`src/hw/isa_pkg.sv`:
```
package isa_pkg;

    localparam int WORD_WIDTH     = 32;
    localparam int REG_ADDR_WIDTH = 5;
    localparam int OPC_WIDTH      = 6;
    localparam int IMM_WIDTH      = 16;

    typedef logic [WORD_WIDTH-1:0]     word_t;
    typedef logic [REG_ADDR_WIDTH-1:0] reg_addr_t;
    typedef logic [OPC_WIDTH-1:0]      opcode_t;

    // instruction fields
    localparam int OPC_MSB = 31;
    localparam int OPC_LSB = 26;
    localparam int RD_MSB  = 25;
    localparam int RD_LSB  = 21;
    localparam int RJ_MSB  = 20;
    localparam int RJ_LSB  = 16;
    localparam int RK_MSB  = 15;
    localparam int RK_LSB  = 11;

    localparam opcode_t OP_NOP    = 6'd0;
    localparam opcode_t OP_ADD    = 6'd1;
    localparam opcode_t OP_SUB    = 6'd2;
    localparam opcode_t OP_AND    = 6'd3;
    localparam opcode_t OP_OR     = 6'd4;
    localparam opcode_t OP_XOR    = 6'd5;
    localparam opcode_t OP_ADDI   = 6'd6;
    localparam opcode_t OP_PCADDI = 6'd7;
    localparam opcode_t OP_LDW    = 6'd8;
    localparam opcode_t OP_STW    = 6'd9;

endpackage

```
`src/hw/pipeline_pkg.sv`:
```
package pipeline_pkg;

    localparam int ISSUE_WIDTH = 2;

    typedef struct packed {
        logic          valid;
        isa_pkg::word_t pc;
        isa_pkg::word_t inst;
    } fetch_slot_t;

    // decode buffer entry
    typedef struct packed {
        logic                     valid;
        isa_pkg::word_t           pc;
        isa_pkg::opcode_t         opcode;
        isa_pkg::reg_addr_t       rd;
        logic                     reg_write_en;
        logic [1:0]               reg_read_en;
        isa_pkg::reg_addr_t [1:0] reg_read_addr;
        isa_pkg::word_t           imm;
        logic                     is_mem;
        logic                     is_load;
    } id_dispatch_t;

    typedef struct packed {
        logic                 valid;
        isa_pkg::word_t       pc;
        isa_pkg::opcode_t     opcode;
        isa_pkg::reg_addr_t   rd;
        logic                 reg_write_en;
        isa_pkg::word_t [1:0] reg_data;
        isa_pkg::word_t       imm;
    } dispatch_ex_t;

    typedef struct packed {
        logic               reg_write_en;
        isa_pkg::reg_addr_t reg_write_addr;
        isa_pkg::word_t     reg_write_data;
    } forward_t;

    typedef struct packed {
        logic               valid;
        isa_pkg::word_t     pc;
        logic               reg_write_en;
        isa_pkg::reg_addr_t rd;
        isa_pkg::word_t     data;
    } commit_t;

endpackage

```
`src/hw/reg_file.sv`:
```
`timescale 1ns/1ps

module reg_file (
    input  logic clk,
    input  isa_pkg::reg_addr_t [3:0] raddr_i,
    output isa_pkg::word_t     [3:0] rdata_o,
    input  pipeline_pkg::forward_t [pipeline_pkg::ISSUE_WIDTH-1:0] wr_i
);

    isa_pkg::word_t regs [32];

    always_comb begin
        for (int p = 0; p < 4; p++) begin
            rdata_o[p] = regs[raddr_i[p]];
        end
    end

    // lane 1 written last so it wins on a clash
    always_ff @(posedge clk) begin
        for (int l = 0; l < 2; l++) begin
            if (wr_i[l].reg_write_en && wr_i[l].reg_write_addr != '0) begin
                regs[wr_i[l].reg_write_addr] <= wr_i[l].reg_write_data;
            end
        end
    end

endmodule

```
`config.mk`:
```
export PLATFORM = sky130hd
export DESIGN_NAME = reg_file
export DESIGN_NICKNAME = d
export VERILOG_FILES = /design/src/hw/isa_pkg.sv /design/src/hw/pipeline_pkg.sv /design/src/hw/reg_file.sv
export SDC_FILE = /design/constraint.sdc
export NUM_CORES = 2
export LEC_CHECK = 0
export ABC_AREA = 0
export BUFFER_PORTS_ARGS = -buffer_cell sky130_fd_sc_hd__buf_2
export CAP_MARGIN = 20
export CORE_MARGIN = 1.5
export CORE_UTILIZATION = 28
export CTS_CLUSTER_DIAMETER = 80
export CTS_CLUSTER_SIZE = 8
export DETAILED_ROUTE_END_ITERATION = 10
export HOLD_SLACK_MARGIN = 0.08
export PLACE_DENSITY = 0.42
export SLEW_MARGIN = 10
export SYNTH_ARGS = -nofsm -noshare
export SYNTH_HDL_FRONTEND = slang
export SYNTH_SLANG_ARGS = --single-unit
```
`constraint.sdc`:
```
create_clock -name clk -period 7.8 [get_ports clk]
set_input_delay 1.17 -clock clk [delete_from_list [all_inputs] [get_ports clk]]
set_output_delay 1.17 -clock clk [all_outputs]
set_load 0.1 [all_outputs]
```
==> out/results.ini <==
[finish]
largest_register_ffs=1024
fin_util=0.315
stdcell_area_um2=88100
fillerInstances=28389
area_delta_synth_final_pct=11.9
drive_gt1_frac=0.215
fin_nets=6989

[synthesis]
yosysSeqAreaShare=0.391
synthAdderAreaFrac=0
syn_inst=7070
synth_most_common_cell=mux2i_1
synth_top_family_by_area=multiplexers
synth_top_area_share=0.391
synthTopCellsByArea=edfxtp_1 39%, mux2i_1 26%, mux2_2 11%
yosys.area.top_type=edfxtp_1
synthXorXnorAreaFrac=0
netlist_top_cells_count=2048 x mux2i_1, 1024 x edfxtp_1, 756 x mux2_2
yosysWarnings=0
synthMuxAreaShare=0.402
synth.avg_cell_area_um2=11.1
synthSimpleGateAreaFrac=0.0583
synth-edff-count=1024
synth_compound_area_frac=0.102
ys_async_sr_fraction=0
syn-cell-area_um2=78700
ys_ff_latch=1024
yosysUniqueCellTypes=35
synthFlopType=edfxtp_1

[placement]
port_buffers=224
place_area_um2=84000
gp_congestion=0.838
hpwl_um=237000

[pwr]
leakagePower_nw=34.1
ir_drop_uv=144
powerDensity_nw_per_um2=184

[worst_hold_path]
hold_class=in -> reg
holdPathEnd=regs[0][6]
hold_path_depth=1
min_from=wr_i[6]

[floorplanning]
pin_count=225
rows=194
initial_utilization=0.282
die_w_um=533
die_height_um=533
core_um2=279000
dieArea_um2=284000

[worst_setup_path]
end_kind=primary output
critPathMaxFanout=76
worstPathArrival_ns=4.37
required_ns=6.63
critPathKind=in -> out
start_kind=input pin

[sta]
slew_headroom=0.122
rsz0062_at_grt=false
min_period_over_period=0.710
hold_viol=0
fin_crit_ns=5.54
max_freq_mhz=180
worst_pin_slew_ns=1.32
setup_tns_ns=0
final_max_slew_viol_count=0
finalSetupViolCount=0

[clock_tree]
cts_resized=0
tritoncts=yes
cts_setup_buffers=0
root_buffer=clkbuf_16
clk_pin_slew_ns=0.05
cts_hold_buffers=0
cts.sinks=1024
clk_path_buf_depth=4
cts_made_buffers=156
htree_levels=4

[flow_run]
cap_violations=0

[detailed_routing]
vias_per_cell=6.11
drt-pass1-iter-count=9
ant_nets=0
drc=32
wirelength_um=405000
vias=65057
dr.first_iter.drc_count=8023
routedWlPerCell_um=38.1

[grt]
grt_pass1_vias=62955
antenna_found_initial=25
grt_util_all_layers=0.274
grt.overflow.total=0
grt_max_degree=92
grt_pass1_wl_um=547000

[run_status]
violations=design-rule violations
status=finished with violations

## through the flow
step	instances	setup slack, ns	hold WS [ns]	total power, W
2_1_floorplan	7101	3.42	1.34	0.00881
3_3_place_gp	10455	2.38	1.71	0.00998
3_5_place_dp	10458	2.39	1.71	0.0100
4_1_cts	10631	2.39	0.817	0.0163
5_1_grt	10634	2.30	0.888	0.0166
6_report	10639	2.26	0.875	0.0163
## how the worst max path moves through the flow
| stage | start | end | slack, ns | depth (start not counted) |
|---|---|---|---|---|
| after floorplan | wr_i[32] | regs[4][0] | 3.42 | 3 |
| after global placement | raddr_i[15] | rdata_o[108] | 2.38 | 8 |
| after detailed placement | raddr_i[5] | rdata_o[60] | 2.39 | 9 |
| after CTS | raddr_i[5] | rdata_o[60] | 2.39 | 9 |
| after global routing | raddr_i[1] | rdata_o[28] | 2.30 | 8 |
| final | raddr_i[1] | rdata_o[26] | 2.26 | 9 |
## metal layers
layer / part of all wire / up-vias / GRT usage / wire length (um)
li1: - / 26908 / - / -
met2: 0.45 / 3481 / 0.427 / 180000
met5: 0.00013 / - / 0 / 54
met1: 0.44 / 33873 / 0.378 / 178000
met3: 0.075 / 787 / 0.0428 / 30400
met4: 0.041 / 8 / 0.105 / 16700
## layout make-up
type / instances / area, um2 / area share
antenna: 8 / 20.0 / 0.000227
sequential: 1024 / 30700 / 0.349
tap: 3724 / 4660 / 0.0529
clock buffer: 162 / 3970 / 0.0450
clock inverter: 11 / 92.6 / 0.00105
multi-input combinational: 5247 / 45100 / 0.512
timing repair buffer: 463 / 3530 / 0.0401
## layout by cell type, fill, tap and decap left out, types with 5 or more instances in the layout
cell / n
a21oi_1: 384
a22o_1: 256
a22oi_1: 384
a31oi_1: 128
buf_12: 43
buf_2: 220
buf_4: 194
clkbuf_16: 158
clkinv_1: 5
conb_1: 32
diode_2: 8
edfxtp_1: 1024
mux2_1: 236
mux2_2: 756
mux2i_1: 2048
nand2_1: 389
nand2_2: 13
nand2_4: 6
nand3_1: 389
nor2_4: 20
nor2b_4: 8
nor3_1: 129
o21ai_4: 15
o22ai_4: 16
## power by group
group	switching, W	leakage [nW]	internal (W)
Combinational	0.00256	22.8	0.00103
Sequential	0.000135	9.27	0.00623
Clock	0.00271	2.00	0.00359
Total	0.00541	34.1	0.0108
## cell families after synthesis
logic type | count (synthesis)
AO/OA/AOI/OAI | 1183
buffers and inverters | 830
flip-flops | 1024
multiplexers | 3040
other | 1
AND/OR/NAND/NOR | 992
## critical path: stages
cell	delay, ns
buf_8	0.61
buf_12	0.40
buf_4	0.40
mux2i_1	0.13
a22o_1	0.24
nor3_1	0.41
a31oi_1	0.17
nand3_1	0.15
buf_2	0.45
Note: power is estimated with default switching activity, not from simulation.
