<file path="config.mk">
export PLATFORM = sky130hd
export DESIGN_NAME = writeback_unit
export DESIGN_NICKNAME = d
export VERILOG_FILES = /design/src/hw/isa_pkg.sv /design/src/hw/pipeline_pkg.sv /design/src/hw/writeback_unit.sv
export SDC_FILE = /design/constraint.sdc
export NUM_CORES = 1
export LEC_CHECK = 0
export ABC_AREA = 0
export BUFFER_PORTS_ARGS = -buffer_cell sky130_fd_sc_hd__clkbuf_2
export CORE_AREA = 2 2 140 142
export CTS_BUF_LIST = sky130_fd_sc_hd__clkbuf_4 sky130_fd_sc_hd__clkbuf_8
export DETAILED_ROUTE_END_ITERATION = 7
export DIE_AREA = 0 0 142 144
export PLACE_DENSITY = 0.61
export SLEW_MARGIN = 20
export SYNTH_ARGS = -nofsm -noshare
export SYNTH_HDL_FRONTEND = slang
export SYNTH_SLANG_ARGS = --single-unit
</file>
<file path="constraint.sdc">
create_clock -name clk -period 0.8 [get_ports clk]
set_input_delay 0.12 -clock clk [delete_from_list [all_inputs] [get_ports clk]]
set_output_delay 0.12 -clock clk [all_outputs]
set_load 0.03 [all_outputs]
</file>
<file path="src/hw/isa_pkg.sv">
package isa_pkg;

    localparam int WORD_WIDTH     = 32;
    localparam int REG_ADDR_WIDTH = 5;
    localparam int OPC_WIDTH      = 6;
    localparam int IMM_WIDTH      = 16;

    typedef logic [WORD_WIDTH-1:0]     word_t;
    typedef logic [REG_ADDR_WIDTH-1:0] reg_addr_t;
    typedef logic [OPC_WIDTH-1:0]      opcode_t;

    // instruction fields
    localparam int OPC_MSB = 31;
    localparam int OPC_LSB = 26;
    localparam int RD_MSB  = 25;
    localparam int RD_LSB  = 21;
    localparam int RJ_MSB  = 20;
    localparam int RJ_LSB  = 16;
    localparam int RK_MSB  = 15;
    localparam int RK_LSB  = 11;

    localparam opcode_t OP_NOP    = 6'd0;
    localparam opcode_t OP_ADD    = 6'd1;
    localparam opcode_t OP_SUB    = 6'd2;
    localparam opcode_t OP_AND    = 6'd3;
    localparam opcode_t OP_OR     = 6'd4;
    localparam opcode_t OP_XOR    = 6'd5;
    localparam opcode_t OP_ADDI   = 6'd6;
    localparam opcode_t OP_PCADDI = 6'd7;
    localparam opcode_t OP_LDW    = 6'd8;
    localparam opcode_t OP_STW    = 6'd9;

endpackage

</file>
<file path="src/hw/pipeline_pkg.sv">
package pipeline_pkg;

    localparam int ISSUE_WIDTH = 2;

    typedef struct packed {
        logic          valid;
        isa_pkg::word_t pc;
        isa_pkg::word_t inst;
    } fetch_slot_t;

    // decode buffer entry
    typedef struct packed {
        logic                     valid;
        isa_pkg::word_t           pc;
        isa_pkg::opcode_t         opcode;
        isa_pkg::reg_addr_t       rd;
        logic                     reg_write_en;
        logic [1:0]               reg_read_en;
        isa_pkg::reg_addr_t [1:0] reg_read_addr;
        isa_pkg::word_t           imm;
        logic                     is_mem;
        logic                     is_load;
    } id_dispatch_t;

    typedef struct packed {
        logic                 valid;
        isa_pkg::word_t       pc;
        isa_pkg::opcode_t     opcode;
        isa_pkg::reg_addr_t   rd;
        logic                 reg_write_en;
        isa_pkg::word_t [1:0] reg_data;
        isa_pkg::word_t       imm;
    } dispatch_ex_t;

    typedef struct packed {
        logic               reg_write_en;
        isa_pkg::reg_addr_t reg_write_addr;
        isa_pkg::word_t     reg_write_data;
    } forward_t;

    typedef struct packed {
        logic               valid;
        isa_pkg::word_t     pc;
        logic               reg_write_en;
        isa_pkg::reg_addr_t rd;
        isa_pkg::word_t     data;
    } commit_t;

endpackage

</file>
<file path="src/hw/writeback_unit.sv">
`timescale 1ns/1ps

module writeback_unit (
    input  logic clk,
    input  logic rst_n_i,
    input  pipeline_pkg::forward_t [pipeline_pkg::ISSUE_WIDTH-1:0] mem_pf_i,
    input  isa_pkg::word_t [pipeline_pkg::ISSUE_WIDTH-1:0] mem_pc_i,
    input  logic [pipeline_pkg::ISSUE_WIDTH-1:0] mem_valid_i,
    output pipeline_pkg::forward_t [pipeline_pkg::ISSUE_WIDTH-1:0] wb_pf_o,
    output pipeline_pkg::commit_t [pipeline_pkg::ISSUE_WIDTH-1:0] commit_o
);

    isa_pkg::word_t [1:0] pc_q;
    logic [1:0] valid_q;

    always_ff @(posedge clk) begin
        if (!rst_n_i) begin
            wb_pf_o[0].reg_write_en <= 1'b0;
            wb_pf_o[1].reg_write_en <= 1'b0;
            valid_q <= '0;
        end else begin
            wb_pf_o <= mem_pf_i;
            valid_q <= mem_valid_i;
            pc_q <= mem_pc_i;
        end
    end

    always_comb begin
        for (int l = 0; l < 2; l++) begin
            commit_o[l].valid = valid_q[l];
            commit_o[l].pc = pc_q[l];
            commit_o[l].reg_write_en = wb_pf_o[l].reg_write_en;
            commit_o[l].rd = wb_pf_o[l].reg_write_addr;
            commit_o[l].data = wb_pf_o[l].reg_write_data;
        end
    end

endmodule

</file>
==> results_dict.tcl <==
set metrics [dict create \
    fin_util_pct 54.4 \
    syn_avg_cell_area_um2 21.7 \
    synth_top_area_cell "edfxtp_1" \
    drt_wl_total_um 16700 \
    start_util_pct 25.3 \
    clock_sinks 142 \
    internal_power_mw 15.3 \
    synth_simple_gate_area_share_pct 0.519 \
    fin_nets 817 \
    crit_required_ns 0.68 \
    die_area_um2 20400 \
    portBuffers 361 \
    dpl_worst_slack_ns -0.0411 \
    row_count 51 \
    synth_top_area_share_pct 86.0 \
    worstSetupPathType "reg2out" \
    synth_top_family_by_area "buffers and inverters" \
    layout_setup_ws_ns -0.411 \
    crit_fanout 2 \
    syn2layout_area_growth_pct 115 \
    cp.arrival_ns 1.09 \
    ys.warnings.count 0 \
    p_sw_mw 5.95 \
    path_buf_inv 1 \
    startpoint_type "flip-flop" \
    cts-buffers-inserted 17 \
    dp.cells 750 \
    max_freq_mhz 826 \
    die_h_um 144 \
    ys_ff_latch 142 \
    coreArea_um2 19100 \
    period_minus_slack_ns 1.21 \
    instances_no_fill 925 \
    drc 0 \
    dr.pass1.iters 4 \
    synth_mux_area_share_pct 0 \
    hold_path.class "in2reg" \
    synth-adder-area-share_pct 0 \
    first_iter_violations 68 \
    drive_gt1_share_pct 58.5 \
    ys_top_cells_by_area "edfxtp_1 86%, buf_4 12%, dfxtp_1 1.7%" \
    max-slew-margin-rel_pct 83.4 \
    synth-compound-area-share_pct 0 \
    synthCells 222 \
    leakagePower_nw 4.43 \
    ys_seq_area_share_pct 87.6 \
    seqPwrFrac_pct 44.0 \
    clkTransAtPathRegs_ns 0.08 \
    power_mw 21.3 \
    ctsLongestPathBuffers 2 \
    wl_per_cell_um 18.0 \
    fillCellCount 1436 \
    startpoint "commit_o[25]" \
    clockPowerShare_pct 31.1 \
    period_share_pct 151 \
    switching_share_pct 27.9 \
    grtUsageTotal_pct 14.8 \
    grt_pass1_wl_um 22500 \
    overflow 0 \
    die_w_um 142 \
    syn_area_um2 4820 \
    outcome "complete, but fails checks" \
    viasPerCell 3.89 \
    slew_violations 0 \
    power.density_nw_per_um2 2050 \
    ys_types 4 \
    worstMarginPinSlew_ns 0.249 \
    synth_nets 366 \
    failed_checks "negative setup slack" \
    grt_max_degree 47 \
    vias 3597 \
    report.final.hold_viol_count 0 \
    cap_violations 0 \
    worstHoldStart "rst_n_i" \
    end_kind "primary output" \
    hpwl_um 8980 \
    multi_input_area_um2 25.0 \
    vdd_drop_max_v 0.00102 \
    place_congestion 0.756 \
    mostFrequentLayoutCells "155 x buf_8, 142 x dlygate4sd3_1, 142 x clkbuf_2" \
    rsz0062_at_grt "yes" \
    antenna_found_initial 1 \
    finalSetupTns_ns -77.50 \
    synth_xor_area_share_pct 0 \
    crit_family "flip-flops" \
    grt_pass1_vias 3983 \
    cp_slowest_cell "edfxtp_1" \
    design.portCount 362 \
    final_common_cell "buf_8" \
    crit_path_max_incr_delay_ns 0.46 \
    cts_tree "yes" \
    cts_max_level 4 \
    ant_nets 0 \
    p_comb_share_pct 24.9 \
    cp_cell_sequence "clkbuf_8" \
    seq_area_um2 4230 \
    finalSetupViolations 218 \
    cts-root-buf "clkbuf_8" \
]
-- power groups by stage --
stage / clock network [mW] / logic, mW / registers, mW
6_report: 6.61 / 5.31 / 9.37
5_1_grt: 7.09 / 5.48 / 9.43
4_1_cts: 6.80 / 4.95 / 9.18
3_5_place_dp: 0 / 3.18 / 9.22
3_3_place_gp: 0 / 3.15 / 9.21
2_1_floorplan: 0 / 1.22 / 10.4
-- final timing paths --
kind / to / depth (start not counted) / slack (ns)
min: commit_o[79] / 2 / 0.16
max: wb_pf_o[25] / 1 / -0.41
-- synthesized netlist by cell type --
cell and number:
dfxtp_1 4, edfxtp_1 138, buf_4 76, and2_1 4
-- metal layers --
layer / track usage, % / vias to the layer above / share of wire [%]
met5: 0 / - / 0
met3: 5.30 / 25 / 7.9
met2: 27.6 / 214 / 57
li1: - / 1645 / -
met4: 5.11 / 0 / 1.8
met1: 15.4 / 1713 / 34
-- per-stage QoR --
step | hold WS (ns) | instance area [um^2]
5_1_grt | 0.148 | 10400
4_1_cts | 0.123 | 10200
6_report | 0.158 | 10400
3_3_place_gp | 0.296 | 6440
3_5_place_dp | 0.299 | 6440
2_1_floorplan | 0.219 | 5100
-- registers in the layout, indices dropped and copies added (netlist names) --
| name | cells |
|---|---|
| valid_q | 2 |
| commit_o | 140 |
-- logic make-up after synthesis --
family	after synthesis
and+or+nand+nor	4
buffers and inverters	76
DFF	142
-- area by class of cell --
class,instances,share of cell area [%]
Antenna cell,1,0.0241
Clock buffer,18,2.33
Clock inverter,14,2.06
Multi-Input combinational cell,4,0.241
Sequential cell,142,40.8
Tap cell,238,2.87
Timing Repair Buffer,508,51.7
-- what timing repair did --
action,in CTS,in global routing
gates resized for setup,427,175
hold buffers,142,0
buffers inserted,0,0
hold endpoints to repair,142,0
endpoints found under the setup margin,218,218
Note: power is estimated with default switching activity, not from simulation.
