--- src/hw/isa_pkg.sv ---
package isa_pkg;

    localparam int WORD_WIDTH     = 32;
    localparam int REG_ADDR_WIDTH = 5;
    localparam int OPC_WIDTH      = 6;
    localparam int IMM_WIDTH      = 16;

    typedef logic [WORD_WIDTH-1:0]     word_t;
    typedef logic [REG_ADDR_WIDTH-1:0] reg_addr_t;
    typedef logic [OPC_WIDTH-1:0]      opcode_t;

    // instruction fields
    localparam int OPC_MSB = 31;
    localparam int OPC_LSB = 26;
    localparam int RD_MSB  = 25;
    localparam int RD_LSB  = 21;
    localparam int RJ_MSB  = 20;
    localparam int RJ_LSB  = 16;
    localparam int RK_MSB  = 15;
    localparam int RK_LSB  = 11;

    localparam opcode_t OP_NOP    = 6'd0;
    localparam opcode_t OP_ADD    = 6'd1;
    localparam opcode_t OP_SUB    = 6'd2;
    localparam opcode_t OP_AND    = 6'd3;
    localparam opcode_t OP_OR     = 6'd4;
    localparam opcode_t OP_XOR    = 6'd5;
    localparam opcode_t OP_ADDI   = 6'd6;
    localparam opcode_t OP_PCADDI = 6'd7;
    localparam opcode_t OP_LDW    = 6'd8;
    localparam opcode_t OP_STW    = 6'd9;

endpackage

--- src/hw/pipeline_pkg.sv ---
package pipeline_pkg;

    localparam int ISSUE_WIDTH = 2;

    typedef struct packed {
        logic          valid;
        isa_pkg::word_t pc;
        isa_pkg::word_t inst;
    } fetch_slot_t;

    // decode buffer entry
    typedef struct packed {
        logic                     valid;
        isa_pkg::word_t           pc;
        isa_pkg::opcode_t         opcode;
        isa_pkg::reg_addr_t       rd;
        logic                     reg_write_en;
        logic [1:0]               reg_read_en;
        isa_pkg::reg_addr_t [1:0] reg_read_addr;
        isa_pkg::word_t           imm;
        logic                     is_mem;
        logic                     is_load;
    } id_dispatch_t;

    typedef struct packed {
        logic                 valid;
        isa_pkg::word_t       pc;
        isa_pkg::opcode_t     opcode;
        isa_pkg::reg_addr_t   rd;
        logic                 reg_write_en;
        isa_pkg::word_t [1:0] reg_data;
        isa_pkg::word_t       imm;
    } dispatch_ex_t;

    typedef struct packed {
        logic               reg_write_en;
        isa_pkg::reg_addr_t reg_write_addr;
        isa_pkg::word_t     reg_write_data;
    } forward_t;

    typedef struct packed {
        logic               valid;
        isa_pkg::word_t     pc;
        logic               reg_write_en;
        isa_pkg::reg_addr_t rd;
        isa_pkg::word_t     data;
    } commit_t;

endpackage

--- src/hw/inst_decoder.sv ---
`timescale 1ns/1ps

module inst_decoder (
    input  logic clk,
    input  logic rst_n_i,
    input  pipeline_pkg::fetch_slot_t  [pipeline_pkg::ISSUE_WIDTH-1:0] fetch_i,
    input  logic [pipeline_pkg::ISSUE_WIDTH-1:0] issue_en_i,
    input  logic pause_dispatch_i,
    output pipeline_pkg::id_dispatch_t [pipeline_pkg::ISSUE_WIDTH-1:0] id_o,
    output logic fetch_stall_o
);

    logic [1:0] issued;
    logic [1:0] slot_valid;

    function automatic pipeline_pkg::id_dispatch_t decode(input pipeline_pkg::fetch_slot_t f);
        pipeline_pkg::id_dispatch_t d;
        isa_pkg::opcode_t op;
        op = f.inst[isa_pkg::OPC_MSB:isa_pkg::OPC_LSB];
        d = '0;
        d.valid = f.valid;
        d.pc = f.pc;
        d.opcode = op;
        d.rd = f.inst[isa_pkg::RD_MSB:isa_pkg::RD_LSB];
        d.reg_read_addr[0] = f.inst[isa_pkg::RJ_MSB:isa_pkg::RJ_LSB];
        d.reg_read_addr[1] = f.inst[isa_pkg::RK_MSB:isa_pkg::RK_LSB];
        d.imm = {{(isa_pkg::WORD_WIDTH - isa_pkg::IMM_WIDTH){f.inst[isa_pkg::IMM_WIDTH-1]}},
                 f.inst[isa_pkg::IMM_WIDTH-1:0]};
        case (op)
            isa_pkg::OP_ADD, isa_pkg::OP_SUB, isa_pkg::OP_AND, isa_pkg::OP_OR, isa_pkg::OP_XOR: begin
                d.reg_read_en = 2'b11;
                d.reg_write_en = 1'b1;
            end
            isa_pkg::OP_ADDI: begin
                d.reg_read_en = 2'b01;
                d.reg_write_en = 1'b1;
            end
            isa_pkg::OP_PCADDI: d.reg_write_en = 1'b1;
            isa_pkg::OP_LDW: begin
                d.reg_read_en = 2'b01;
                d.reg_write_en = 1'b1;
                d.is_mem = 1'b1;
                d.is_load = 1'b1;
            end
            isa_pkg::OP_STW: begin
                // store data comes from rd
                d.reg_read_en = 2'b11;
                d.reg_read_addr[1] = d.rd;
                d.is_mem = 1'b1;
            end
            isa_pkg::OP_NOP: ;
            default: d.opcode = isa_pkg::OP_NOP;
        endcase
        return d;
    endfunction

    assign slot_valid = {id_o[1].valid, id_o[0].valid};
    assign issued = pause_dispatch_i ? 2'b00 : issue_en_i;
    assign fetch_stall_o = |(slot_valid & ~issued);

    always_ff @(posedge clk) begin
        if (!rst_n_i) begin
            id_o[0].valid <= 1'b0;
            id_o[1].valid <= 1'b0;
        end else if (fetch_stall_o) begin
            id_o[0].valid <= slot_valid[0] & ~issued[0];
            id_o[1].valid <= slot_valid[1] & ~issued[1];
        end else begin
            id_o[0] <= decode(fetch_i[0]);
            id_o[1] <= decode(fetch_i[1]);
        end
    end

    a_issue_valid: assert property (@(posedge clk) disable iff (!rst_n_i)
        (issue_en_i & ~slot_valid) == 2'b00);

endmodule

--- config.mk ---
export PLATFORM = sky130hd
export DESIGN_NAME = inst_decoder
export DESIGN_NICKNAME = d
export VERILOG_FILES = /design/src/hw/isa_pkg.sv /design/src/hw/pipeline_pkg.sv /design/src/hw/inst_decoder.sv
export SDC_FILE = /design/constraint.sdc
export NUM_CORES = 1
export LEC_CHECK = 0
export BUFFER_PORTS_ARGS = -buffer_cell sky130_fd_sc_hd__buf_2
export CAP_MARGIN = 10
export CORE_AREA = 2 2 124 126
export CTS_CLUSTER_DIAMETER = 50
export DETAILED_ROUTE_END_ITERATION = 8
export DIE_AREA = 0 0 126 128
export PLACE_DENSITY_LB_ADDON = 0.3
export SLEW_MARGIN = 0
export SYNTH_ARGS = -nofsm -noshare
export SYNTH_HDL_FRONTEND = slang
export SYNTH_SLANG_ARGS = --single-unit
--- constraint.sdc ---
create_clock -name clk -period 10.54 [get_ports clk]
set_clock_uncertainty 0.05 [all_clocks]
set_input_delay 0 -clock clk [delete_from_list [all_inputs] [get_ports clk]]
set_output_delay 0 -clock clk [all_outputs]
set_load 0.02 [all_outputs]
==> reports/summary.txt <==
vias in the first global route = 4048
Final Power = 0.00150 W
Final Hold Viols = 0
async set or reset register ratio after synthesis = 0%
status = completed
fin crit share = 20.3%
total power per unit cell area = 172 nW/um^2
Area contributors post-synth = edfxtp_1 85%, buf_4 4.6%, mux2_2 1.9%, dfxtp_1 0.77%, and3_1 0.60%
count of cell types in the netlist = 34
slew margin rel. = 36.5%
Final Max Tran Viols = 0
LEAKAGE = 3.74 nW
Port Buffers = 317
# DRC = 0
critical path startpoint category = register
biggest regs = id_o: 150 flops
Tot GR Track Use = 17.5%
Via density = 4.34
Clk pin slew, worst setup/hold paths = 60 ps
Skew-Pair Late Insertion Delay = 410 ps
post-synthesis simple-gate area fraction = 4.16%
clk buf depth = 2
max incr delay on CP = 720 ps
Core Box Area = 14900 sq um
Setup-failing EPs final = 0
RePlAce Congestion = 0.789
fraction of the mapped netlist area in compound gates = 1.99%
synthesized area = 5210 sq um
Synth Area in XOR/XNOR = 0.168%
antenna cells = 0
Seq/Total Area, Yosys = 86.1%
RSZ-0062 raised after global routing = false
largest family of logic cells by synthesized area = buffers and inverters
critical-path maximum fanout = 76
FMAX = 467 MHz
Layout Utilization = 58.7%
clk sink count = 150
syn avg cell area = 20.9 sq um
die area = 16100 sq um
Ports = 318
layout cells sized above 1 = 52.1%
Data arrival, critical path = 2120 ps
actual slew at the worst max-slew pin = 952 ps
Placed Cells = 724
Post-synth EDFFs = 148
CTS tree = yes
post-CTS sizing = 0
HPWL Detailed = 9.64 mm
crit end category = register
CTS buffer count = 17
top post-synthesis cells by count = 148 x edfxtp_1, 32 x buf_4, 9 x mux2_2
nets@finish = 826
H-tree Lvls = 4
Tmin final = 2140 ps
WL/cell = 16.4 um
Vias = 3872
worst hold margin = 247 ps
max reg flops = 150
Max Cap Viol = 0
warnings from Yosys = 0
total wire length = 14.6 mm
proportion of synthesized area in mux cells = 2.16%
Die Y = 128 um
Initial Util = 35.0%
Critical-path top delay cell = buf_4
Die Width = 126 um
biggest area consumer among synthesized cells = edfxtp_1
most used flip-flop cell after synthesis = edfxtp_1
Most flops, register = id_o
fin cells = 892
Crit Path Category = reg2reg
Root Driver = clkbuf_16
DRT antenna net count = 0
Synth top area share = 85.3%
Synth Instances = 249
Rows = 45
Congestion Overflow GR = 0
Req. time, crit path = 10520 ps
Hold Crit Class = in2reg
Layout area overhead = 67.4%
crit path cell chain = o21ai_0 -> o221ai_1 -> nor2_4 -> buf_4
initial antenna violation count = 0
largest net degree at the start of global routing = 77
DRT iter0 DRCs = 251
first-pass GRT wire length = 21.2 mm
Setup TNS Final = 0 ps
First-pass DRT Iterations = 4
Synth Area in Adders = 0%
cell with the most instances after synthesis = edfxtp_1
worst vdd ir = 0.0913 mV
number of synthesized register bits = 150
[worst paths after layout]
kind                        start                   end  slack [ps]  cells past startpoint
min reg2reg  id_o[181]$_SDFF_PN0_  id_o[181]$_SDFF_PN0_        1040                      3
max reg2reg   id_o[90]$_SDFF_PN0_    id_o[10]$_DFFE_PP_        8400                      4
max           id_o[90]$_SDFF_PN0_    id_o[10]$_DFFE_PP_        8400                      4
min                  fetch_i[104]   id_o[156]$_DFFE_PP_         250                      2
[worst max-delay path: cells and delay by family (launching register included)]
kind / cells / cell delay [ps]
AOI/OAI and AO/OA: 2 / 440
buffers and inverters: 1 / 720
DFF: 1 / 350
and+or+nand+nor: 1 / 140
[layout make-up]
cell class / instances / area (sq um)
Clock buffer: 18 / 429
Clock inverter: 14 / 131
Timing Repair Buffer: 455 / 2960
Inverter: 3 / 11.3
Tap cell: 188 / 235
Fill cell: 1149 / 6150
Multi-Input combinational cell: 64 / 464
Sequential cell: 150 / 4480
[layer usage]
metal | part of all wire (%) | GRT usage (%) | up-vias | wire, um
li1 | - | - | 1814 | -
met1 | 38 | 18.9 | 1841 | 5580
met2 | 53 | 31.2 | 187 | 7690
met3 | 6.4 | 5.72 | 30 | 943
met4 | 2.8 | 8.08 | 0 | 417
met5 | 0 | 0 | - | 0
[per-stage QoR]
step / area [sq um] / setup WS [ps]
after floorplan: 5220 / 2730
after global placement: 6800 / 8570
after detailed placement: 6800 / 8510
after CTS: 8720 / 8480
after global routing: 8720 / 8210
final: 8720 / 8400
[cell families after synthesis]
logic type                after synthesis
AOI/OAI and AO/OA                      16
and+or+nand+nor                        33
xor gates and xnor gates                1
muxes                                  10
buffers and inverters                  38
DFF                                   150
other                                   1
[power by group]
group | switching [W] | internal (W) | leakage, nW
logic | 0.000124 | 0.0000870 | 2.04
clock network | 0.000256 | 0.000311 | 0.272
registers | 0.0000126 | 0.000707 | 1.43
[placed cells by master, fill, tap and decap left out, types with 2 or more instances in the layout]
cell,instances
o21ai_0,4
nand4_2,2
inv_1,3
nor2_2,2
o21a_1,2
and2_1,2
nor2b_1,4
mux2_2,9
nor2_1,3
buf_2,317
clkinv_4,4
o31ai_1,2
edfxtp_1,148
conb_1,4
nand2b_1,2
and3_2,2
dfxtp_1,2
nand3_1,2
inv_6,7
nor3_1,2
a21oi_1,3
and3_1,5
clkbuf_16,17
dlygate4sd3_1,136
buf_4,2
nor4b_1,2
[repair_timing]
| item | in CTS | in global routing |
|---|---|---|
| endpoints found under the hold margin | 144 | 0 |
| buffers inserted | 0 | 0 |
| hold buffers | 136 | 0 |
No activity file was read; power rests on OpenSTA's default activity.
