`config.mk`:
```
export PLATFORM = sky130hd
export DESIGN_NAME = dispatch
export DESIGN_NICKNAME = d
export VERILOG_FILES = /design/src/hw/isa_pkg.sv /design/src/hw/pipeline_pkg.sv /design/src/hw/dispatch.sv
export SDC_FILE = /design/constraint.sdc
export NUM_CORES = 1
export LEC_CHECK = 0
export BUFFER_PORTS_ARGS = -buffer_cell sky130_fd_sc_hd__buf_2
export CELL_PAD_IN_SITES_DETAIL_PLACEMENT = 0
export CELL_PAD_IN_SITES_GLOBAL_PLACEMENT = 2
export CORE_AREA = 4 4 330 332
export CTS_CLUSTER_SIZE = 20
export DETAILED_ROUTE_END_ITERATION = 8
export DIE_AREA = 0 0 334 336
export GPL_ROUTABILITY_DRIVEN = 0
export PLACE_DENSITY = 0.64
export SLEW_MARGIN = 20
export SYNTH_ARGS = -nofsm -noshare
export SYNTH_HDL_FRONTEND = slang
export SYNTH_SLANG_ARGS = --single-unit
```
`constraint.sdc`:
```
create_clock -name clk -period 5 [get_ports clk]
set_input_delay 0.25 -clock clk [delete_from_list [all_inputs] [get_ports clk]]
set_output_delay 0.25 -clock clk [all_outputs]
set_load 0.1 [all_outputs]
```
`src/hw/isa_pkg.sv`:
```
package isa_pkg;

    localparam int WORD_WIDTH     = 32;
    localparam int REG_ADDR_WIDTH = 5;
    localparam int OPC_WIDTH      = 6;
    localparam int IMM_WIDTH      = 16;

    typedef logic [WORD_WIDTH-1:0]     word_t;
    typedef logic [REG_ADDR_WIDTH-1:0] reg_addr_t;
    typedef logic [OPC_WIDTH-1:0]      opcode_t;

    // instruction fields
    localparam int OPC_MSB = 31;
    localparam int OPC_LSB = 26;
    localparam int RD_MSB  = 25;
    localparam int RD_LSB  = 21;
    localparam int RJ_MSB  = 20;
    localparam int RJ_LSB  = 16;
    localparam int RK_MSB  = 15;
    localparam int RK_LSB  = 11;

    localparam opcode_t OP_NOP    = 6'd0;
    localparam opcode_t OP_ADD    = 6'd1;
    localparam opcode_t OP_SUB    = 6'd2;
    localparam opcode_t OP_AND    = 6'd3;
    localparam opcode_t OP_OR     = 6'd4;
    localparam opcode_t OP_XOR    = 6'd5;
    localparam opcode_t OP_ADDI   = 6'd6;
    localparam opcode_t OP_PCADDI = 6'd7;
    localparam opcode_t OP_LDW    = 6'd8;
    localparam opcode_t OP_STW    = 6'd9;

endpackage

```
`src/hw/pipeline_pkg.sv`:
```
package pipeline_pkg;

    localparam int ISSUE_WIDTH = 2;

    typedef struct packed {
        logic          valid;
        isa_pkg::word_t pc;
        isa_pkg::word_t inst;
    } fetch_slot_t;

    // decode buffer entry
    typedef struct packed {
        logic                     valid;
        isa_pkg::word_t           pc;
        isa_pkg::opcode_t         opcode;
        isa_pkg::reg_addr_t       rd;
        logic                     reg_write_en;
        logic [1:0]               reg_read_en;
        isa_pkg::reg_addr_t [1:0] reg_read_addr;
        isa_pkg::word_t           imm;
        logic                     is_mem;
        logic                     is_load;
    } id_dispatch_t;

    typedef struct packed {
        logic                 valid;
        isa_pkg::word_t       pc;
        isa_pkg::opcode_t     opcode;
        isa_pkg::reg_addr_t   rd;
        logic                 reg_write_en;
        isa_pkg::word_t [1:0] reg_data;
        isa_pkg::word_t       imm;
    } dispatch_ex_t;

    typedef struct packed {
        logic               reg_write_en;
        isa_pkg::reg_addr_t reg_write_addr;
        isa_pkg::word_t     reg_write_data;
    } forward_t;

    typedef struct packed {
        logic               valid;
        isa_pkg::word_t     pc;
        logic               reg_write_en;
        isa_pkg::reg_addr_t rd;
        isa_pkg::word_t     data;
    } commit_t;

endpackage

```
`src/hw/dispatch.sv`:
```
`timescale 1ns/1ps

module dispatch (
    input  logic clk,
    input  logic rst_n_i,
    input  pipeline_pkg::id_dispatch_t [pipeline_pkg::ISSUE_WIDTH-1:0] id_i,
    output isa_pkg::reg_addr_t [3:0] rf_raddr_o,
    input  isa_pkg::word_t     [3:0] rf_rdata_i,
    input  pipeline_pkg::forward_t [pipeline_pkg::ISSUE_WIDTH-1:0] ex_pf_i,
    input  logic [pipeline_pkg::ISSUE_WIDTH-1:0] ex_load_i,
    input  pipeline_pkg::forward_t [pipeline_pkg::ISSUE_WIDTH-1:0] mem_pf_i,
    input  pipeline_pkg::forward_t [pipeline_pkg::ISSUE_WIDTH-1:0] wb_pf_i,
    output logic [pipeline_pkg::ISSUE_WIDTH-1:0] issue_en_o,
    output logic pause_dispatch_o,
    output pipeline_pkg::dispatch_ex_t [pipeline_pkg::ISSUE_WIDTH-1:0] ex_o
);

    logic [1:0] inst_valid;
    logic [1:0] issue_go;
    logic mem_inst;
    logic data_relate;
    pipeline_pkg::dispatch_ex_t [pipeline_pkg::ISSUE_WIDTH-1:0] ex_d;

    function automatic logic fwd_hit(input pipeline_pkg::forward_t f, input isa_pkg::reg_addr_t a);
        return f.reg_write_en && f.reg_write_addr == a;
    endfunction

    assign inst_valid = {id_i[1].valid, id_i[0].valid};
    assign mem_inst = id_i[0].is_mem || id_i[1].is_mem;
    assign data_relate = id_i[0].reg_write_en && id_i[0].rd != '0
        && ((id_i[1].reg_read_en[0] && id_i[1].reg_read_addr[0] == id_i[0].rd)
        ||  (id_i[1].reg_read_en[1] && id_i[1].reg_read_addr[1] == id_i[0].rd));

    // older slot goes alone when pairing is not allowed
    assign issue_en_o = (&inst_valid && !mem_inst && !data_relate) ? 2'b11 :
                        inst_valid[0] ? 2'b01 : inst_valid[1] ? 2'b10 : 2'b00;
    assign issue_go = pause_dispatch_o ? 2'b00 : issue_en_o;

    // load in EX feeding any valid slot
    always_comb begin
        pause_dispatch_o = 1'b0;
        for (int s = 0; s < 2; s++) begin
            for (int r = 0; r < 2; r++) begin
                for (int l = 0; l < 2; l++) begin
                    if (id_i[s].valid && id_i[s].reg_read_en[r] && ex_load_i[l]
                        && ex_pf_i[l].reg_write_addr != '0
                        && ex_pf_i[l].reg_write_addr == id_i[s].reg_read_addr[r]) begin
                        pause_dispatch_o = 1'b1;
                    end
                end
            end
        end
    end

    always_comb begin
        for (int s = 0; s < 2; s++) begin
            ex_d[s].valid = issue_go[s];
            ex_d[s].pc = id_i[s].pc;
            ex_d[s].opcode = id_i[s].opcode;
            ex_d[s].rd = id_i[s].rd;
            ex_d[s].reg_write_en = issue_go[s] & id_i[s].reg_write_en;
            ex_d[s].imm = id_i[s].imm;
            for (int r = 0; r < 2; r++) begin
                rf_raddr_o[2*s+r] = id_i[s].reg_read_addr[r];
                // lowest priority first, later sources override
                ex_d[s].reg_data[r] = rf_rdata_i[2*s+r];
                for (int l = 0; l < 2; l++) begin
                    if (fwd_hit(wb_pf_i[l], id_i[s].reg_read_addr[r])) begin
                        ex_d[s].reg_data[r] = wb_pf_i[l].reg_write_data;
                    end
                end
                for (int l = 0; l < 2; l++) begin
                    if (fwd_hit(mem_pf_i[l], id_i[s].reg_read_addr[r])) begin
                        ex_d[s].reg_data[r] = mem_pf_i[l].reg_write_data;
                    end
                end
                for (int l = 0; l < 2; l++) begin
                    if (fwd_hit(ex_pf_i[l], id_i[s].reg_read_addr[r])) begin
                        ex_d[s].reg_data[r] = ex_pf_i[l].reg_write_data;
                    end
                end
                if (id_i[s].reg_read_addr[r] == '0) begin
                    ex_d[s].reg_data[r] = '0;
                end
                if (!id_i[s].reg_read_en[r]) begin
                    ex_d[s].reg_data[r] = id_i[s].imm;
                end
            end
            if (id_i[s].opcode == isa_pkg::OP_PCADDI) begin
                ex_d[s].reg_data[0] = id_i[s].pc;
            end
        end
    end

    always_ff @(posedge clk) begin
        if (!rst_n_i) begin
            for (int l = 0; l < 2; l++) begin
                ex_o[l].valid <= 1'b0;
                ex_o[l].reg_write_en <= 1'b0;
            end
        end else begin
            ex_o <= ex_d;
        end
    end

    a_in_order: assert property (@(posedge clk) disable iff (!rst_n_i)
        id_i[0].valid && !pause_dispatch_o |=> ex_o[0].valid);

endmodule

```
==> flow_metrics.py, run 1 <==
metrics = {
    "routing": {
        "drt-vias-per-instance": 5.57,
        "wire_per_inst_um": 35.9,
        "first_pass_iters": 6,
        "wirelength_um": 165000,
        "drt_iter0_markers": 2609,
        "detailroute.via_count": 25500,
        "drc": 0,
        "antenna_violating_nets_post_route": 0,
    },
    "synth": {
        "yosys.area.top_type_share_pct": 38.6,
        "ys_seq_area_share_pct": 39.0,
        "ys_dominant_reg_cell": "edfxtp_1",
        "synth-simple-area-share_pct": 16.5,
        "synthesis.yosys.warnings": 0,
        "synth.mux.area_fraction_pct": 4.33,
        "combinational_family_with_the_most_area_after_synthesis": "compound AO/OA/AOI/OAI gates",
        "syn_area_um2": 21600,
        "synth_compound_gate_area_share_pct": 26.7,
        "synthArstFlopShare_pct": 0,
        "syn-mean-instance-area_um2": 9.32,
        "number_of_unique_standard_cell_types_used_by_synthesis": 57,
        "flip_flop_and_latch_count_after_synthesis": 282,
        "synthesis.instances": 2321,
        "synth.area.top_cells": "edfxtp_1, a311oi_1, nand3_1, o21ai_0, mux2_4",
        "post_synth_xor_area_fraction_pct": 5.26,
        "synthesized_net_count": 2863,
        "synth-edff-count": 278,
        "synthMostInstantiatedCell": "edfxtp_1",
        "synth_top_area_cell": "edfxtp_1",
        "synthAdderAreaFrac_pct": 0,
        "yosys-top-cells-count": "edfxtp_1, nand3_1, o21ai_0",
    },
    "worst_setup_path": {
        "worst_ep_required_time_ps": 4750,
        "cp_data_arrival_time_ps": 2840,
        "critPathLaunchType": "input pin",
        "worstSetupEndpointType": "output pin",
        "critical_path.max_fanout": 33,
        "crit_type": "in -> out",
    },
    "final_layout": {
        "num-nets-final": 3676,
        "finish.cell_count_without_fillers": 4585,
        "area_growth_pct": 37.7,
        "layout_cells_sized_above_1_pct": 35.4,
        "largest_reg_flops": 282,
        "top_register": "ex_o",
        "top_regs": "ex_o (282)",
    },
    "sta": {
        "finalCriticalPeriod_ps": 3090,
        "final.setup.tns_ps": 0,
        "rsz0062_at_grt": "false",
        "report.final.hold_viol_count": 0,
        "total_of_endpoints_with_negative_setup_slack_in_the_final_report": 0,
        "clock.fmax_ghz": 0.324,
        "timing_worst_slew_pin_value_ps": 1200,
        "final_worst_path_period_share_pct": 61.7,
        "slew-limit-headroom_pct": 20.1,
        "final-max-slew-violation-count": 0,
    },
    "power_and_ir_drop": {
        "p_switching_mw": 4.27,
        "powerDensity_nw_per_um2": 319,
        "totalPowerFinal_mw": 9.51,
        "power.share.switching_pct": 44.9,
        "power.combinational.fraction_pct": 39.0,
        "clock_power_share_pct": 30.3,
        "power_report.internal_total_mw": 5.24,
        "seq_power_share_pct": 30.6,
        "vdd_drop_max_mv": 0.219,
        "static-leakage-power_nw": 10.9,
    },
    "cts": {
        "cts_resized": 0,
        "clockRootBuffer": "clkbuf_16",
        "cts_h_tree_depth": 2,
        "tritoncts_num_sinks": 282,
        "number_of_clock_buffers_inserted_by_tritoncts": 40,
        "cts_buffer_depth": 3,
        "cts_tree": "yes",
        "clk_pin_slew_worst_paths_ps": 60,
    },
    "run_status": {
        "run_status": "complete, no violations",
    },
    "die": {
        "core_um2": 106000,
        "design.die.area_um2": 112000,
        "initial_utilization_pct": 20.4,
        "chipWidth_um": 334,
        "placement_rows": 120,
        "dieHeight_um": 336,
        "design.portCount": 847,
    },
    "placement": {
        "buffer_ports.inserted": 844,
        "hpwlAfterDp_um": 114000,
        "post-place-cells": 4334,
    },
    "grt": {
        "antenna_violations_before_repair": 40,
        "grt_max_degree": 120,
        "grt_use_total_pct": 27.8,
        "grt_first_pass_wirelength_um": 216000,
        "via_count_of_the_first_global_routing_pass": 25500,
        "grt-ovfl-total": 0,
    },
    "worst_hold_path": {
        "min-delay-path-class": "in -> reg",
    },
    "flow_run": {
        "drv.max_cap_violation_count": 0,
    },
}
## worst paths after layout
check                   start                  end  slack, ps  depth (start not counted)
hold / removal    ex_pf_i[52]  ex_o[219]$_DFFE_PP_         40                          3
setup / recovery    id_i[125]     pause_dispatch_o       1910                          9
## through the flow
step	area (µm²)	setup slack, ps	hold slack [ps]	util [%]
floorplan	21600	2340	349	-
global placement	26900	1580	428	25.3
detailed placement	26900	1560	429	25.3
CTS	29800	1950	0.591	28.0
global route	29800	1830	29.8	28.0
finish	29800	1910	40.1	28.0
## power by group through the flow
| stage | registers, mW | logic [mW] | clock network (mW) |
|---|---|---|---|
| final | 2.91 | 3.71 | 2.89 |
| after detailed placement | 2.96 | 3.58 | 0 |
| after global placement | 2.95 | 3.58 | 0 |
| after CTS | 2.91 | 3.68 | 2.95 |
| after floorplan | 4.52 | 0.822 | 0 |
| after global routing | 2.93 | 3.79 | 3.05 |
## layout make-up
class,instances,area (µm²)
Fill cell,11600,76500
Multi-Input combinational cell,1691,11700
Sequential cell,282,8430
Timing Repair Buffer,1078,6450
Tap cell,1403,1760
Clock buffer,46,1040
Clock inverter,25,224
Inverter,41,154
Antenna cell,19,47.5
## layout by cell type (no fill, tap or decap), types with 6 or more instances in the layout
master         Yosys  final
a211o_1           32     32
a211oi_1          65     65
a21oi_1           65     65
a22oi_1           64     64
a311oi_1         125    125
buf_2             93    841
buf_4             28     71
clkbuf_16          0     40
clkinv_1           0      6
clkinv_2           0      9
diode_2            0     19
dlygate4sd3_1      0    161
edfxtp_1         278    278
inv_1             41     39
mux2_4            58     58
nand2_1           44     37
nand3_1          193    190
nand4_1           18     18
nor2_1            67     62
nor2_4             0      6
nor3_1           113    109
nor3b_1           64     64
nor4_1            10     10
o211ai_1          35     35
o21ai_0          190    189
o21ai_1          141    142
o311ai_0          60     60
o31ai_1           34     34
o31ai_2           25     25
or3_1             95     94
or4_1              7      7
xnor2_1           70     68
xor2_1            60     58
## what timing repair did
action	in CTS	in global routing
setup buffers	0	0
hold buffers	161	0
endpoints found under the hold margin	206	0
## worst max-delay path, stage by stage
cell and delay, ps:
buf_2 360, xor2_1 180, nor3_4 210, buf_4 640
nand4_1 160, and4_1 250, o211a_1 270, inv_1 70
buf_2 420
## per-layer routing
metal | wire length [µm] | GRT usage (%) | part of all wire (%) | vias to the layer above
li1 | - | - | - | 10800
met1 | 65500 | 34.2 | 40 | 12600
met2 | 76500 | 45.9 | 46 | 1745
met3 | 14400 | 7.20 | 8.7 | 436
met4 | 8090 | 12.1 | 4.9 | 16
met5 | 147 | 0.255 | 0.089 | -
## kinds of logic after synthesis
group                  after synthesis
AND/OR/NAND/NOR                    651
multiplexers                        64
XOR/XNOR                           130
buffers and inverters              348
AO/OA/AOI/OAI                      846
flip-flops                         282
Note: power is estimated with default switching activity, not from simulation.
==> run 2, diff against run 1 <==
--- a/config.mk
+++ b/config.mk
@@ -5,6 +5,7 @@
 export SDC_FILE = /design/constraint.sdc
 export NUM_CORES = 1
 export LEC_CHECK = 0
+export ABC_AREA = 1
 export BUFFER_PORTS_ARGS = -buffer_cell sky130_fd_sc_hd__buf_2
 export CELL_PAD_IN_SITES_DETAIL_PLACEMENT = 0
 export CELL_PAD_IN_SITES_GLOBAL_PLACEMENT = 2
@@ -13,7 +14,7 @@
 export DETAILED_ROUTE_END_ITERATION = 8
 export DIE_AREA = 0 0 334 336
 export GPL_ROUTABILITY_DRIVEN = 0
-export PLACE_DENSITY = 0.64
+export PLACE_DENSITY = 0.73
 export SLEW_MARGIN = 20
 export SYNTH_ARGS = -nofsm -noshare
 export SYNTH_HDL_FRONTEND = slang
==> constraint.sdc (replaced) <==
create_clock -name clk -period 2.9 [get_ports clk]
set_input_delay 0.145 -clock clk [delete_from_list [all_inputs] [get_ports clk]]
set_output_delay 0.145 -clock clk [all_outputs]
set_load 0.1 [all_outputs]
==> run 2 against run 1 <==
Effect of this change: die area unchanged; clock power grew 48%; synthesized cell count rose by 52%; routed wire length down 13%; sequential power grew 72%; highest routed layer unchanged; cell count grew 29%; via count grew 6.4%; setup slack got worse by 1400 ps; critical path type unchanged; non-clock buffer count rose by 28; global-route usage shrank 3.1 points; hold slack got worse by 8.2 ps.
==> flow_metrics.py, run 2 <==
metrics = {
    "power_and_ir_drop": {
        "powerDensity_nw_per_um2": 492,
        "vdd_drop_max_mv": 0.408,
        "totalPowerFinal_mw": 15.5,
        "static-leakage-power_nw": 15.6,
    },
    "synth": {
        "synth_top_area_cell": "edfxtp_1",
        "yosys.area.top_type_share_pct": 36.5,
        "synth-edff-count": 278,
        "syn_area_um2": 22900,
        "syn-mean-instance-area_um2": 6.48,
        "flip_flop_and_latch_count_after_synthesis": 282,
        "synthesized_net_count": 4070,
        "synth.area.top_cells": "edfxtp_1, nand2_1, nand3_1, inv_1, o21ai_0",
        "yosys-top-cells-count": "nand2_1, inv_1, nand3_1",
        "ys_seq_area_share_pct": 36.9,
        "synthesis.instances": 3528,
        "synthMostInstantiatedCell": "nand2_1",
        "ys_dominant_reg_cell": "edfxtp_1",
        "synthArstFlopShare_pct": 0,
        "synthesis.yosys.warnings": 0,
        "number_of_unique_standard_cell_types_used_by_synthesis": 41,
    },
    "sta": {
        "fin_ws_ps": 514,
        "timing_worst_slew_pin_value_ps": 919,
        "final_worst_path_period_share_pct": 82.3,
        "final-max-slew-violation-count": 0,
        "total_of_endpoints_with_negative_setup_slack_in_the_final_report": 0,
        "clock.fmax_ghz": 0.419,
        "finalCriticalPeriod_ps": 2390,
        "final.hold.worst_slack_ps": 31.9,
        "slew-limit-headroom_pct": 38.7,
        "final.setup.tns_ps": 0,
        "report.final.hold_viol_count": 0,
        "rsz0062_at_grt": "false",
    },
    "worst_hold_path": {
        "min-delay-path-class": "in -> reg",
        "timing.hold.worst_path_depth": 5,
    },
    "final_layout": {
        "top_register": "ex_o",
        "top_regs": "ex_o (282)",
        "largest_reg_flops": 282,
        "num-nets-final": 4969,
        "finish.cell_count_without_fillers": 5903,
        "layout.cell_area.non_filler_um2": 31600,
        "area_growth_pct": 38.1,
        "layout_cells_sized_above_1_pct": 24.0,
        "final_common_cell": "nand2_1",
        "final_core_area_utilization_pct": 29.7,
        "mostFrequentLayoutCells": "nand2_1, buf_2, inv_1",
    },
    "placement": {
        "buffer_ports.inserted": 844,
        "hpwlAfterDp_um": 112000,
        "dpl_cell_area_um2": 28700,
        "post-place-cells": 5625,
        "detailedPlace.worstSlack_ps": 385,
    },
    "die": {
        "dieHeight_um": 336,
        "design.portCount": 847,
        "design.die.area_um2": 112000,
        "placement_rows": 120,
        "initial_utilization_pct": 21.5,
        "core_um2": 106000,
        "chipWidth_um": 334,
    },
    "worst_setup_path": {
        "critPathLaunchType": "input pin",
        "worst_ep_required_time_ps": 2760,
        "crit_type": "in -> out",
        "worstSetupEndpointType": "output pin",
        "cp_data_arrival_time_ps": 2240,
        "critical_path.max_fanout": 8,
    },
    "grt": {
        "grt-ovfl-total": 0,
        "grt_use_total_pct": 24.6,
        "via_count_of_the_first_global_routing_pass": 27200,
        "grt_first_pass_wirelength_um": 199000,
        "grt_max_degree": 65,
        "antenna_violations_before_repair": 69,
    },
    "routing": {
        "first_pass_iters": 5,
        "wirelength_um": 143000,
        "drt_iter0_markers": 2175,
        "antenna_violating_nets_post_route": 0,
        "detailroute.via_count": 27200,
        "wire_per_inst_um": 24.3,
        "drc": 0,
        "drt-vias-per-instance": 4.60,
    },
    "run_status": {
        "run_status": "complete, no violations",
    },
    "cts": {
        "tritoncts_num_sinks": 282,
        "cts_h_tree_depth": 2,
        "cts_tree": "yes",
        "postCtsSetupBuffers": 0,
        "number_of_clock_buffers_inserted_by_tritoncts": 36,
        "clk_pin_slew_worst_paths_ps": 60,
        "cts_buffer_depth": 3,
        "clockRootBuffer": "clkbuf_16",
    },
    "flow_run": {
        "drv.max_cap_violation_count": 0,
    },
}
## run 2: final timing paths
kind	from	to	slack, ps
max	id_i[131]	pause_dispatch_o	510
min	ex_pf_i[58]	ex_o[84]$_DFFE_PP_	30
## run 2: timing repair
item                      in CTS  in global routing
gates resized for setup        0                  0
hold endpoints to repair     292                  0
hold buffers                 167                  0
## run 2: power by group
part / switching, mW / internal [mW] / leakage, nW
Clock: 1.85 / 2.42 / 0.531
Sequential: 0.0922 / 4.92 / 2.75
Combinational: 4.99 / 1.25 / 12.4
Total: 6.94 / 8.59 / 15.6
## run 2: layout make-up
cell class	instances	area [µm²]
inverter	496	1860
fill	11900	74700
clock inverter	22	144
clock buffer	40	937
sequential	282	8430
tap	1403	1760
timing repair buffer	1106	7010
antenna	49	123
multi-input combinational	2505	11300
## run 2: kinds of logic (layout without fill, tap and decap cells)
logic type	after synthesis	after routing	share of synthesized area (%)
compound gates	442	442	10.3
other cells	0	49	0
xor+xnor	32	32	1.23
flops	282	282	36.9
simple gates	2031	2031	37.6
buf+inv	741	1664	14.0
## run 2: worst max-delay path, cell delays in order
cell and delay, ps:
buf_2 200, inv_2 180, nor2_1 60, nor3_1 330, nand2_1 90, nor2_1 350, nand2_1 90, nand2_1 90
o21bai_1 120, nand2_1 130, buf_2 440
## run 2: metal layers
metal	share of wire, %	track usage (%)	vias to the layer above
li1	-	-	13200
met1	38	28.2	12700
met2	52	46.0	1077
met3	6.9	5.15	179
met4	2.7	7.14	28
met5	0.13	0	-
==> run 3, diff against run 2 <==
--- a/config.mk
+++ b/config.mk
@@ -14,7 +14,7 @@
 export DETAILED_ROUTE_END_ITERATION = 8
 export DIE_AREA = 0 0 334 336
 export GPL_ROUTABILITY_DRIVEN = 0
-export PLACE_DENSITY = 0.73
+export PLACE_DENSITY = 0.76
 export SLEW_MARGIN = 20
 export SYNTH_ARGS = -nofsm -noshare
 export SYNTH_HDL_FRONTEND = slang
==> constraint.sdc (replaced) <==
create_clock -name clk -period 2 [get_ports clk]
set_input_delay 0.1 -clock clk [delete_from_list [all_inputs] [get_ports clk]]
set_output_delay 0.1 -clock clk [all_outputs]
set_load 0.1 [all_outputs]
==> run 3 against run 2 <==
Effect of this change: sequential cell count unchanged; critical path depth down 2; utilization grew 2.3 points; hold slack improved by 15 ps; setup slack worse by 420 ps; first-iteration DRC count decreased by 1.1%; non-clock buffer count up 223; clock power up 69%; combinational power increased by 52%; cell count increased by 3.9%; sequential power increased by 46%.
==> flow_metrics.py, run 3 (synthesis results as in run 2) <==
metrics = {
    "final_layout": {
        "top_regs": "ex_o (282)",
        "final_common_cell": "nand2_1",
        "finish.cell_count_without_fillers": 6134,
        "area_growth_pct": 48.9,
        "ff_latch_area_um2": 8430,
        "num-nets-final": 5194,
        "multiInputGateArea_um2": 11300,
        "layout_cells_sized_above_1_pct": 27.5,
        "mostFrequentLayoutCells": "nand2_1, buf_2, inv_1",
        "layout.cell_area.non_filler_um2": 34000,
        "top_register": "ex_o",
        "largest_reg_flops": 282,
        "num-fill-cells": 11800,
        "final_core_area_utilization_pct": 32.0,
    },
    "die": {
        "dieHeight_um": 336,
        "core_um2": 106000,
        "chipWidth_um": 334,
        "design.die.area_um2": 112000,
        "initial_utilization_pct": 21.5,
        "placement_rows": 120,
        "design.portCount": 847,
    },
    "grt": {
        "antenna_violations_before_repair": 79,
        "grt_use_total_pct": 25.3,
        "via_count_of_the_first_global_routing_pass": 28100,
        "grt-ovfl-total": 0,
        "grt_first_pass_wirelength_um": 204000,
        "grt_max_degree": 65,
    },
    "placement": {
        "dpl_cell_area_um2": 30800,
        "buffer_ports.inserted": 844,
        "hpwlAfterDp_um": 121000,
        "detailedPlace.worstSlack_ps": -411,
        "post-place-cells": 5837,
    },
    "routing": {
        "drc": 0,
        "detailroute.via_count": 28400,
        "first_pass_iters": 6,
        "drt_iter0_markers": 2151,
        "drt-vias-per-instance": 4.62,
        "antenna_violating_nets_post_route": 0,
        "wirelength_um": 148000,
        "wire_per_inst_um": 24.2,
    },
    "power_and_ir_drop": {
        "static-leakage-power_nw": 17.0,
        "powerDensity_nw_per_um2": 704,
        "totalPowerFinal_mw": 24.0,
        "vdd_drop_max_mv": 0.624,
    },
    "worst_setup_path": {
        "worstSetupEndpointType": "output pin",
        "crit_type": "in -> out",
        "critical_path.cell_chain": "dlygate4sd3_1 -> buf_2 -> inv_1 -> o22ai_1 -> nor2_1 -> nand3_1 -> a21oi_1 -> o21ai_2 -> buf_12",
        "cp_top_family": "buffers and inverters",
        "critPathLaunchType": "input pin",
        "cp_slowest_stage_delay_ps": 540,
        "critPathBufInv": 4,
        "critical_path.max_fanout": 4,
        "startpoint": "id_i[49]",
        "crit_slowest_cell": "dlygate4sd3_1",
        "worst_ep_required_time_ps": 1900,
        "cp_data_arrival_time_ps": 1800,
    },
    "sta": {
        "report.final.hold_viol_count": 0,
        "timing_worst_slew_pin_value_ps": 595,
        "finalCriticalPeriod_ps": 1900,
        "slew-limit-headroom_pct": 59.9,
        "rsz0062_at_grt": "false",
        "final.setup.tns_ps": 0,
        "final-max-slew-violation-count": 0,
        "final.hold.worst_slack_ps": 46.9,
        "final_worst_path_period_share_pct": 95.1,
        "total_of_endpoints_with_negative_setup_slack_in_the_final_report": 0,
        "clock.fmax_ghz": 0.526,
        "fin_ws_ps": 98.7,
    },
    "worst_hold_path": {
        "min-delay-path-class": "in -> reg",
        "hp-start": "ex_pf_i[68]",
    },
    "cts": {
        "cts_buffer_depth": 3,
        "clockRootBuffer": "clkbuf_16",
        "cts_tree": "yes",
        "tritoncts_num_sinks": 282,
        "number_of_clock_buffers_inserted_by_tritoncts": 38,
        "postCtsSetupBuffers": 0,
        "cts_h_tree_depth": 2,
        "clk_pin_slew_worst_paths_ps": 60,
    },
    "flow_run": {
        "drv.max_cap_violation_count": 0,
    },
    "run_status": {
        "run_status": "complete, no violations",
    },
}
-- run 3: cell count changes in the layout (fill, tap and decap cells not counted), moves of 3 or more --
| cell | before | now |
|---|---|---|
| buf_4 | 64 | 235 |
| dlygate4sd3_1 | 167 | 178 |
| clkinv_2 | 6 | 2 |
| buf_12 | 31 | 74 |
| diode_2 | 49 | 52 |
| clkinv_1 | 13 | 10 |
| bufinv_16 | 1 | 5 |
-- run 3: repair_timing --
action / 4_1_cts / 5_1_grt
hold buffers: 178 / 0
gates resized for setup: 0 / 1
setup endpoints to repair: 0 / 1
hold endpoints to repair: 305 / 0
-- run 3: cell type report --
| cell class | instances | share of cell area [%] |
|---|---|---|
| Antenna cell | 52 | 0.382 |
| Clock buffer | 44 | 2.92 |
| Clock inverter | 23 | 0.838 |
| Inverter | 496 | 5.47 |
| Multi-Input combinational cell | 2505 | 33.3 |
| Sequential cell | 282 | 24.8 |
| Tap cell | 1403 | 5.16 |
| Timing Repair Buffer | 1329 | 27.2 |
-- run 3: power breakdown --
group / total, mW / internal [mW] / switching [mW] / leakage, nW
Clock: 7.21 / 4.25 / 2.95 / 0.619
Sequential: 7.29 / 7.13 / 0.152 / 2.75
Combinational: 9.47 / 2.15 / 7.32 / 13.6
Total: 24.0 / 13.5 / 10.4 / 17.0
-- run 3: path summary, 6_finish.rpt --
kind	to	cells past startpoint
worst max-delay path	issue_en_o[1]	9
worst min-delay path	ex_o[235]$_DFFE_PP_	5
-- run 3: worst min-delay path: stages --
cell and delay [ps]:
buf_2 150, o21ai_0 100, inv_1 50, nand2_1 80, nand2_1 70
-- run 3: metal layers --
metal / wire length (µm) / up-vias / track usage (%) / share of wire [%]
met1: 54800 / 13400 / 28.2 / 37
met2: 78000 / 1059 / 48.0 / 53
met3: 10400 / 223 / 5.22 / 7.0
met5: 228 / - / 0 / 0.15
li1: - / 13700 / - / -
met4: 4940 / 36 / 7.83 / 3.3
